**src/hw/issue_pkg.sv**
```systemverilog
package issue_pkg;

    // ~~~~~~~~~~~~~~~~~~~~~~~~~~~~~~~~~~~~~~~~~~~~~~~~~
    // widths and basic types
    // ~~~~~~~~~~~~~~~~~~~~~~~~~~~~~~~~~~~~~~~~~~~~~~~~~

    typedef logic [31:0] xlen_t;
    typedef logic [4:0]  reg_idx_t;    // register 0 reads zero and is never renamed.
    typedef logic [2:0]  rs_tag_t;     // 0 means the value is present.
    typedef logic [3:0]  mem_addr_t;

    localparam int RS_DEPTH = 5;

    typedef enum logic [2:0] {
        op_add,
        op_sub,
        op_xor,
        op_addi,
        op_load,
        op_store
    } op_t;

    typedef enum logic [1:0] {
        fu_alu,
        fu_load,
        fu_store
    } fu_class_t;

    // ~~~~~~~~~~~~~~~~~~~~~~~~~~~~~~~~~~~~~~~~~~~~~~~~~
    // fixed slot to unit class assignment
    // ~~~~~~~~~~~~~~~~~~~~~~~~~~~~~~~~~~~~~~~~~~~~~~~~~

    localparam fu_class_t rs_slot_class [RS_DEPTH] = '{
        fu_alu, fu_alu, fu_load, fu_load, fu_store
    };

    function automatic fu_class_t op_class(op_t op);
        case (op)
            op_load:  return fu_load;
            op_store: return fu_store;
            default:  return fu_alu;
        endcase
    endfunction

endpackage

```
**src/hw/exec_mem.sv**
```systemverilog
`timescale 1ns/100ps

module exec_mem
    import issue_pkg::*;
#(
    parameter int MEM_WORDS = 16
) (
    input  logic     clock,
    input  logic     reset,
    input  logic     mem_issue,
    input  op_t      issue_op,
    input  xlen_t    issue_a,
    input  xlen_t    issue_b,
    input  xlen_t    issue_imm,
    input  reg_idx_t issue_rd,
    input  rs_tag_t  issue_tag,
    input  logic     grant,
    output logic     done,
    output logic     busy,
    output rs_tag_t  result_tag,
    output reg_idx_t result_rd,
    output xlen_t    result_value,
    output logic     store_done,
    output rs_tag_t  store_tag
);

    xlen_t     ram [MEM_WORDS];
    logic      s1_valid;
    logic      s1_store;
    mem_addr_t s1_addr;
    xlen_t     s1_data;
    reg_idx_t  s1_rd;
    rs_tag_t   s1_tag;

    // stage 1 registers the address, stage 2 accesses the RAM.
    always_ff @(posedge clock) begin
        if (mem_issue) begin
            s1_store <= issue_op == op_store;
            s1_addr  <= mem_addr_t'(issue_a + issue_imm);
            s1_data  <= issue_b;
            s1_rd    <= issue_rd;
            s1_tag   <= issue_tag;
        end
        if (s1_valid) begin
            result_value <= ram[s1_addr];
            result_tag   <= s1_tag;
            result_rd    <= s1_rd;
            store_tag    <= s1_tag;
        end
    end

    always_ff @(posedge clock or posedge reset) begin
        if (reset) begin
            s1_valid   <= 1'b0;
            done       <= 1'b0;
            store_done <= 1'b0;
            for (int i = 0; i < MEM_WORDS; i++) begin
                ram[i] <= '0;
            end
        end else begin
            s1_valid   <= mem_issue;
            store_done <= s1_valid && s1_store;
            if (s1_valid && s1_store) begin
                ram[s1_addr] <= s1_data;
            end
            if (s1_valid && !s1_store) begin
                done <= 1'b1;
            end else if (grant) begin
                done <= 1'b0;
            end
        end
    end

    assign busy = s1_valid || done;    // covers issue through retirement.

endmodule

```
**config.mk**
```make
export PLATFORM = sky130hd
export DESIGN_NAME = exec_mem
export DESIGN_NICKNAME = d
export VERILOG_FILES = /design/src/hw/issue_pkg.sv /design/src/hw/exec_mem.sv
export SDC_FILE = /design/constraint.sdc
export NUM_CORES = 1
export LEC_CHECK = 0
export ABC_AREA = 1
export BUFFER_PORTS_ARGS = -buffer_cell sky130_fd_sc_hd__buf_2
export CAP_MARGIN = 20
export CORE_MARGIN = 2
export CORE_UTILIZATION = 30
export CTS_BUF_LIST = sky130_fd_sc_hd__clkbuf_8
export DETAILED_ROUTE_END_ITERATION = 8
export PLACE_DENSITY = 0.53
export SYNTH_ARGS = -nofsm -noshare
export SYNTH_HDL_FRONTEND = slang
export SYNTH_SLANG_ARGS = --single-unit
```
**constraint.sdc**
```tcl
create_clock -name clock -period 25.3 [get_ports clock]
set_input_delay 5.06 -clock clock [delete_from_list [all_inputs] [get_ports clock]]
set_output_delay 5.06 -clock clock [all_outputs]
set_load 0.1 [all_outputs]
```
==> results.py, run 1 <==
metrics = {
    "placement": {
        "dpl.hpwl_um": 39100,
        "gp_congestion": 0.739,
        "io_buffer_count": 100,
        "dp.cells": 4448,
    },
    "detailed_routing": {
        "drc": 0,
        "via_count": 21200,
        "wl_per_cell_um": 16.4,
        "wl_met3_um": 3250,
        "wl_met2_um": 33100,
        "antenna_left": 0,
        "dr.pass1.iters": 6,
        "wl_met1_um": 37900,
        "drt_iter0_drc": 1619,
        "viasPerCell": 4.58,
        "dr.max_layer_used": "met4",
        "routed_wl_um": 75900,
    },
    "setup_path": {
        "end_kind": "primary output",
        "critPathKind": "flop to primary output",
        "r2r_cells": 11,
        "cp.arrival_ns": 1.60,
        "reg2reg_slack_ns": 21.72,
        "worst_r2r_endpoint": "result_value[14]$_DFFE_PP_",
        "cp-start-kind": "flop",
        "r2r-start": "s1_addr[0]$_DFFE_PP_",
        "crit_fanout": 2,
        "required_ns": 20.24,
    },
    "die": {
        "start_util": 0.302,
        "core-area_mm2": 0.0882,
        "io_pins": 157,
        "dieArea_mm2": 0.0912,
        "die_h_um": 302,
        "floorplan.rows": 109,
        "die_x_um": 302,
    },
    "yosys": {
        "synth.net_count": 3491,
        "synth_cell_types": 19,
        "ys_ff_latch": 600,
        "netlist_instances": 3376,
        "syn_avg_cell_area_um2": 7.89,
        "syn_area_mm2": 0.0266,
        "synth_seq_area_share": 0.580,
        "yosys_warnings": 0,
    },
    "clock_tree": {
        "cts_buffers": 101,
        "h-tree-depth": 3,
        "root_buffer": "clkbuf_8",
        "post_cts_buffers": 0,
        "ctsResizeCount": 0,
        "cts_sinks": 600,
        "cts_hold_buf": 0,
        "clk_latency_ns": 0.72,
        "cts_tree": "yes",
        "cts_buffer_depth": 3,
        "clkTransAtPathRegs_ns": 0.06,
    },
    "sta": {
        "fin_crit_sh": 0.263,
        "worst-slew-pin-transition_ns": 1.07,
        "layout_min_cycle_time_ns": 6.66,
        "final.setup.tns_ns": 0,
        "grt_setup_unrepaired": "false",
        "fmax_mhz": 150,
        "slew_headroom": 0.287,
        "drv_slew": 0,
        "finalSetupViolCount": 0,
        "finalHoldViolCount": 0,
        "whs_ns": 0.419,
        "skew_ns": 0.0238,
    },
    "final_layout": {
        "num-nets-final": 3501,
        "final_common_cell": "nand2_1",
        "area_growth_pct": 12.7,
        "drive_gt1_frac": 0.0857,
        "seqCellArea_mm2": 0.0154,
        "stdcell_count": 4631,
        "fillers": 9394,
        "layout_common_cells": "1893 x nand2_1, 514 x dfrtp_1, 475 x o21ai_0",
        "final_core_util": 0.340,
        "multi_input_area_mm2": 0.00995,
    },
    "pwr": {
        "ir_worst_vdd_mv": 0.0702,
        "p_leak_uw": 0.0155,
        "powerDensity_mw_per_mm2": 103,
    },
    "min_path": {
        "hp-class": "flop to flop",
        "hold_end": "result_rd[0]$_DFFE_PP_",
        "hold_depth": 0,
        "min_from": "s1_rd[0]$_DFFE_PP_",
    },
    "global_route": {
        "grt_pass1_wl_um": 120000,
        "grt_start_max_net_pins": 155,
        "grtUsageTotal": 0.169,
        "antenna_found_initial": 2,
        "grt_overflow": 0,
        "grt_pass1_vias": 20400,
    },
    "run_status": {
        "status": "finished clean",
    },
    "run": {
        "maxCapViolCount": 0,
    },
}
-- cell type report --
cell class,instances,share of cell area
clock buffer,125,0.0573
sequential,600,0.514
multi-input combinational,2439,0.331
inverter,109,0.0142
antenna,1,0.0000834
clock inverter,57,0.00788
tap,1165,0.0486
timing repair buffer,135,0.0263
-- Yosys cell counts (all sizes together) --
library cell	number	area [um2]
inv	109	409
nor2	4	15.0
nor3	4	40.0
buf	45	211
clkbuf	183	687
o22ai	1	6.26
ha	3	37.5
fa	1	20.0
nand3	1	5.00
dfrtp	515	12900
edfxtp	85	2550
nand2	1909	7170
a21oi	1	5.00
o21ai	512	2560
xnor2	3	26.3
-- cell families after synthesis --
logic type               synth area share
AND/OR/NAND/NOR                     0.271
flip-flops                          0.580
AO/OA/AOI/OAI                      0.0966
buffers and inverters              0.0491
adder cells (fa/ha/maj)           0.00216
XOR/XNOR                         0.000987
-- state kept, by name (all words and copies together), names as in the netlist --
| name | count |
|---|---|
| store_done | 1 |
| s1_rd | 5 |
| store_tag | 3 |
| done | 1 |
| s1_tag | 3 |
| result_value | 32 |
| s1_store | 1 |
| ram | 512 |
| s1_addr | 4 |
| s1_valid | 1 |
| s1_data | 32 |
| result_rd | 5 |
-- layer usage --
| layer | global-route usage | vias to the layer above |
|---|---|---|
| met5 | 0 | - |
| met4 | 0.0481 | 0 |
| met3 | 0.0287 | 122 |
| li1 | - | 10500 |
| met2 | 0.261 | 418 |
| met1 | 0.244 | 10100 |
-- where the power goes --
part,leakage (uW),switching [uW],total (uW),internal (uW)
combinational,0.00676,520,772,252
sequential,0.00753,163,1480,1310
clock,0.00116,404,846,442
-- worst max-delay path, stage by stage, from the launching register on --
cell,delay (ns)
dfrtp_1,0.35
inv_1,0.05
nand2_1,0.05
buf_2,0.42
-- metrics by stage --
| stage | power, uW | instance area [um2] | setup WS (ns) |
|---|---|---|---|
| 2_1_floorplan | 2070 | 26600 | 5.86 |
| 3_3_place_gp | 2250 | 28100 | 17.78 |
| 3_5_place_dp | 2270 | 28100 | 17.82 |
| 4_1_cts | 3130 | 30000 | 18.56 |
| 5_1_grt | 3330 | 30000 | 18.36 |
| 6_report | 3090 | 30000 | 18.64 |
-- worst max-delay path by stage --
stage                     start            endpoint  cells past startpoint
5_1_grt                   reset  ram[8]$_DFFE_PP0P_                      4
4_1_cts        done$_DFFE_PP0P_                busy                      3
6_report       done$_DFFE_PP0P_                busy                      3
3_5_place_dp              reset  ram[0]$_DFFE_PP0P_                      4
3_3_place_gp              reset  ram[0]$_DFFE_PP0P_                      4
2_1_floorplan             reset    done$_DFFE_PP0P_                      1
Note: power is estimated with default switching activity, not from simulation.
==> run 2, diff against run 1 <==
==> constraint.sdc (replaced) <==
create_clock -name clock -period 6.9 [get_ports clock]
set_input_delay 1.38 -clock clock [delete_from_list [all_inputs] [get_ports clock]]
set_output_delay 1.38 -clock clock [all_outputs]
set_load 0.1 [all_outputs]
==> results.py, run 2 (synthesized netlist as in run 1, its figures left out) <==
metrics = {
    "run_status": {
        "status": "finished clean",
    },
    "global_route": {
        "grt_pass1_wl_um": 121000,
        "grt_start_max_net_pins": 185,
        "grt_overflow": 0,
        "grt_pass1_vias": 20700,
        "antenna_found_initial": 1,
        "grtUsageTotal": 0.172,
    },
    "final_layout": {
        "layout_common_cells": "1893 x nand2_1, 514 x dfrtp_1, 475 x o21ai_0",
        "multi_input_area_mm2": 0.00995,
        "stdcell_count": 4631,
        "largest_reg_flops": 512,
        "final_cell_area_mm2": 0.0300,
        "fillers": 9421,
        "reg_top3": "ram: 512 flops, result_value: 32 flops, s1_data: 32 flops",
        "drive_gt1_frac": 0.0831,
        "num-nets-final": 3500,
        "area_growth_pct": 12.6,
        "seqCellArea_mm2": 0.0154,
        "final_common_cell": "nand2_1",
        "regMostFlops": "ram",
    },
    "clock_tree": {
        "clkTransAtPathRegs_ns": 0.06,
        "root_buffer": "clkbuf_8",
        "cts_hold_buf": 0,
        "h-tree-depth": 3,
        "post_cts_buffers": 0,
        "cts_buffers": 102,
        "cts_sinks": 600,
        "ctsResizeCount": 0,
        "cts_tree": "yes",
        "clk_latency_ns": 0.71,
        "cts_buffer_depth": 3,
    },
    "sta": {
        "worst-slew-pin-transition_ns": 1.21,
        "finalHoldViolCount": 0,
        "finalSetupViolCount": 0,
        "layout_min_cycle_time_ns": 3.62,
        "final.setup.tns_ns": 0,
        "grt_setup_unrepaired": "false",
        "skew_ns": 0.0146,
        "slew_headroom": 0.195,
        "fin_crit_sh": 0.525,
        "drv_slew": 0,
        "fmax_mhz": 276,
    },
    "setup_path": {
        "cp.arrival_ns": 2.24,
        "critPathKind": "flop to primary output",
        "required_ns": 5.52,
        "slowest_stage": "buf_4",
        "end_kind": "primary output",
        "crit_fanout": 41,
        "worstPathCellList": "buf_4 > inv_1 > nand2_1 > buf_2",
        "cp_slowest_stage_delay_ns": 0.55,
        "cp-start-kind": "flop",
    },
    "detailed_routing": {
        "wl_per_cell_um": 16.4,
        "antenna_left": 0,
        "drt_iter0_drc": 1700,
        "drc": 0,
        "dr.pass1.iters": 5,
        "routed_wl_um": 76100,
        "viasPerCell": 4.58,
        "via_count": 21200,
    },
    "die": {
        "floorplan.rows": 109,
        "die_h_um": 302,
        "dieArea_mm2": 0.0912,
        "die_x_um": 302,
        "start_util": 0.302,
        "io_pins": 157,
        "core-area_mm2": 0.0882,
    },
    "placement": {
        "dp.cells": 4446,
        "io_buffer_count": 100,
        "gp_congestion": 0.743,
        "dpl.hpwl_um": 39100,
        "dpl_cell_area_mm2": 0.0281,
    },
    "pwr": {
        "powerDensity_mw_per_mm2": 375,
        "ir_worst_vdd_mv": 0.239,
        "p_leak_uw": 0.0154,
        "power_uw": 11300,
    },
    "min_path": {
        "hp-class": "flop to flop",
    },
    "run": {
        "maxCapViolCount": 0,
    },
}
[run 2: final cells by class]
cell class / count / share of cell area
inverter: 109 / 0.0141
timing repair buffer: 133 / 0.0275
clock buffer: 118 / 0.0542
sequential: 600 / 0.515
clock inverter: 66 / 0.00897
multi-input combinational: 2439 / 0.332
antenna: 1 / 0.0000835
tap: 1165 / 0.0486
[run 2: where the power goes]
group	switching (uW)	internal, uW	total, uW	leakage [uW]
logic	1900	926	2820	0.00676
registers	598	4820	5410	0.00753
clock network	1470	1550	3010	0.00115
[run 2: critical path, delay by kind of cell, from the launching register on]
family	cells	cell delay (ns)
flip-flops	1	0.35
AND/OR/NAND/NOR	1	0.08
buffers and inverters	3	1.09
[run 2: path summary, 6_finish.rpt]
path / startpoint / endpoint / slack, ns / depth (start not counted)
min in group asynchronous: reset / ram[180]$_DFFE_PP0P_ / 0.85 / 2
min: s1_rd[4]$_DFFE_PP_ / result_rd[4]$_DFFE_PP_ / 0.42 / 0
max: s1_valid$_DFF_PP0_ / busy / 3.28 / 4
max in group asynchronous: reset / ram[159]$_DFFE_PP0P_ / 4.64 / 3
max reg2reg: s1_addr[1]$_DFFE_PP_ / ram[275]$_DFFE_PP0P_ / 3.54 / 7
min reg2reg: s1_rd[4]$_DFFE_PP_ / result_rd[4]$_DFFE_PP_ / 0.42 / 0
[run 2: metal layers]
layer | part of all wire | up-vias | global-route usage
met5 | 0 | - | 0
met4 | 0.022 | 0 | 0.0484
met3 | 0.044 | 103 | 0.0268
met2 | 0.44 | 447 | 0.266
met1 | 0.50 | 10200 | 0.249
li1 | - | 10500 | -
[run 2: per-stage QoR]
| step | worst slack (ns) | utilization | hold slack [ns] |
|---|---|---|---|
| floorplan | -1.47 | - | 0.400 |
| global placement | 3.56 | 0.318 | 0.401 |
| detailed placement | 3.49 | 0.318 | 0.405 |
| CTS | 3.19 | 0.340 | 0.421 |
| global route | 3.09 | 0.340 | 0.435 |
| finish | 3.28 | 0.340 | 0.419 |
==> run 3, diff against run 2 <==
==> constraint.sdc (replaced) <==
create_clock -name clock -period 3.5 [get_ports clock]
set_input_delay 0.7 -clock clock [delete_from_list [all_inputs] [get_ports clock]]
set_output_delay 0.7 -clock clock [all_outputs]
set_load 0.1 [all_outputs]
==> results.py, run 3 (synthesized netlist as in run 1, its figures left out) <==
metrics = {
    "final_layout": {
        "area_growth_pct": 14.2,
        "regMostFlops": "ram",
        "final_cell_area_mm2": 0.0304,
        "layout_common_cells": "1893 x nand2_1, 514 x dfrtp_1, 475 x o21ai_0",
        "drive_gt1_frac": 0.0933,
        "largest_reg_flops": 512,
        "final_common_cell": "nand2_1",
        "reg_top3": "ram: 512 flops, result_value: 32 flops, s1_data: 32 flops",
        "num-nets-final": 3522,
    },
    "detailed_routing": {
        "via_count": 21400,
        "drt_iter0_drc": 1688,
        "viasPerCell": 4.60,
        "drc": 0,
        "wl_per_cell_um": 16.5,
        "routed_wl_um": 76800,
        "antenna_left": 0,
        "dr.pass1.iters": 5,
    },
    "placement": {
        "io_buffer_count": 100,
        "dpl.hpwl_um": 41900,
        "gp_congestion": 0.732,
        "dpl_cell_area_mm2": 0.0284,
    },
    "global_route": {
        "antenna_found_initial": 2,
        "grt_pass1_vias": 20700,
        "grt_start_max_net_pins": 123,
        "grt_overflow": 0,
        "grt_pass1_wl_um": 122000,
        "grtUsageTotal": 0.172,
    },
    "sta": {
        "worst-slew-pin-transition_ns": 0.952,
        "skew_ns": 0.0180,
        "slew_headroom": 0.366,
        "final.setup.tns_ns": 0,
        "fmax_mhz": 337,
        "layout_min_cycle_time_ns": 2.97,
        "whs_ns": 0.149,
        "finalHoldViolCount": 0,
        "fin_crit_sh": 0.848,
        "grt_setup_unrepaired": "false",
        "finalSetupViolCount": 0,
        "drv_slew": 0,
    },
    "run": {
        "maxCapViolCount": 0,
    },
    "clock_tree": {
        "cts_buffers": 99,
        "root_buffer": "clkbuf_8",
        "post_cts_buffers": 0,
        "cts_hold_buf": 0,
        "cts_sinks": 600,
        "h-tree-depth": 3,
        "cts_buffer_depth": 3,
        "cts_tree": "yes",
        "ctsResizeCount": 0,
        "clkTransAtPathRegs_ns": 0.06,
        "clk_latency_ns": 0.70,
    },
    "die": {
        "die_h_um": 302,
        "floorplan.rows": 109,
        "start_util": 0.302,
        "dieArea_mm2": 0.0912,
        "io_pins": 157,
        "die_x_um": 302,
        "core-area_mm2": 0.0882,
    },
    "min_path": {
        "hp-class": "primary input to async pin",
    },
    "pwr": {
        "powerDensity_mw_per_mm2": 741,
        "p_leak_uw": 0.0156,
        "ir_worst_vdd_mv": 0.474,
    },
    "setup_path": {
        "crit_fanout": 41,
        "critPathKind": "flop to primary output",
        "cp.arrival_ns": 2.27,
        "cp-start-kind": "flop",
        "required_ns": 2.80,
        "end_kind": "primary output",
    },
    "run_status": {
        "status": "finished clean",
    },
}
[run 3: cell types whose count changed in the layout (fill, tap and decap cells not counted), sizes merged]
cell / before / now
buf: 133 / 158
bufinv: 0 / 4
clkinv: 16 / 27
diode: 1 / 2
inv: 157 / 136
[run 3: routing by layer]
| metal | GRT usage | vias to the layer above | routed length, um |
|---|---|---|---|
| met5 | 0 | - | 0 |
| met4 | 0.0396 | 0 | 1370 |
| met3 | 0.0279 | 100 | 3700 |
| met2 | 0.273 | 499 | 34300 |
| met1 | 0.248 | 10200 | 37400 |
| li1 | - | 10600 | - |
[run 3: path summary, 6_finish.rpt]
check                                     startpoint                     end  slack (ns)  cells past startpoint
max in group asynchronous                      reset    ram[323]$_DFFE_PP0P_        2.37                      3
worst min-delay path                           reset    ram[467]$_DFFE_PP0P_        0.15                      2
worst max register to register  s1_addr[2]$_DFFE_PP_     ram[88]$_DFFE_PP0P_        1.14                      6
worst max-delay path              s1_valid$_DFF_PP0_                    busy        0.53                      4
min in group clock                       issue_rd[0]      s1_rd[0]$_DFFE_PP_        0.18                      1
worst min register to register   s1_tag[2]$_DFFE_PP_  store_tag[2]$_DFFE_PP_        0.42                      0
[run 3: metrics by stage]
step / setup WS (ns) / instances / total power, uW / util
floorplan: -4.19 / 3376 / 15000 / -
global placement: 1.16 / 4471 / 16300 / 0.322
detailed placement: 1.15 / 4471 / 16400 / 0.322
CTS: 0.421 / 4649 / 22800 / 0.345
global route: 0.341 / 4650 / 24300 / 0.345
finish: 0.532 / 4651 / 22500 / 0.345
[run 3: report_power, final]
group | internal [uW] | total (uW) | switching [uW] | leakage [uW]
combinational | 1870 | 5610 | 3740 | 0.00695
clock | 3340 | 6220 | 2880 | 0.00113
sequential | 9500 | 10700 | 1200 | 0.00753
total | 14700 | 22500 | 7820 | 0.0156
[run 3: worst max-delay path: stages, from the launching register on]
cell and delay (ns):
dfrtp_2 0.35, buf_4 0.58, inv_1 0.13, nand2_1 0.09, buf_2 0.42
[run 3: cell type report]
class                           instances  area [um2]
Clock inverter                         60         354
Tap cell                             1165        1460
Multi-Input combinational cell       2439        9950
Clock buffer                          118        1620
Timing Repair Buffer                  158        1160
Sequential cell                       600       15400
Fill cell                            9413       57800
Inverter                              109         423
Antenna cell                            2        5.00
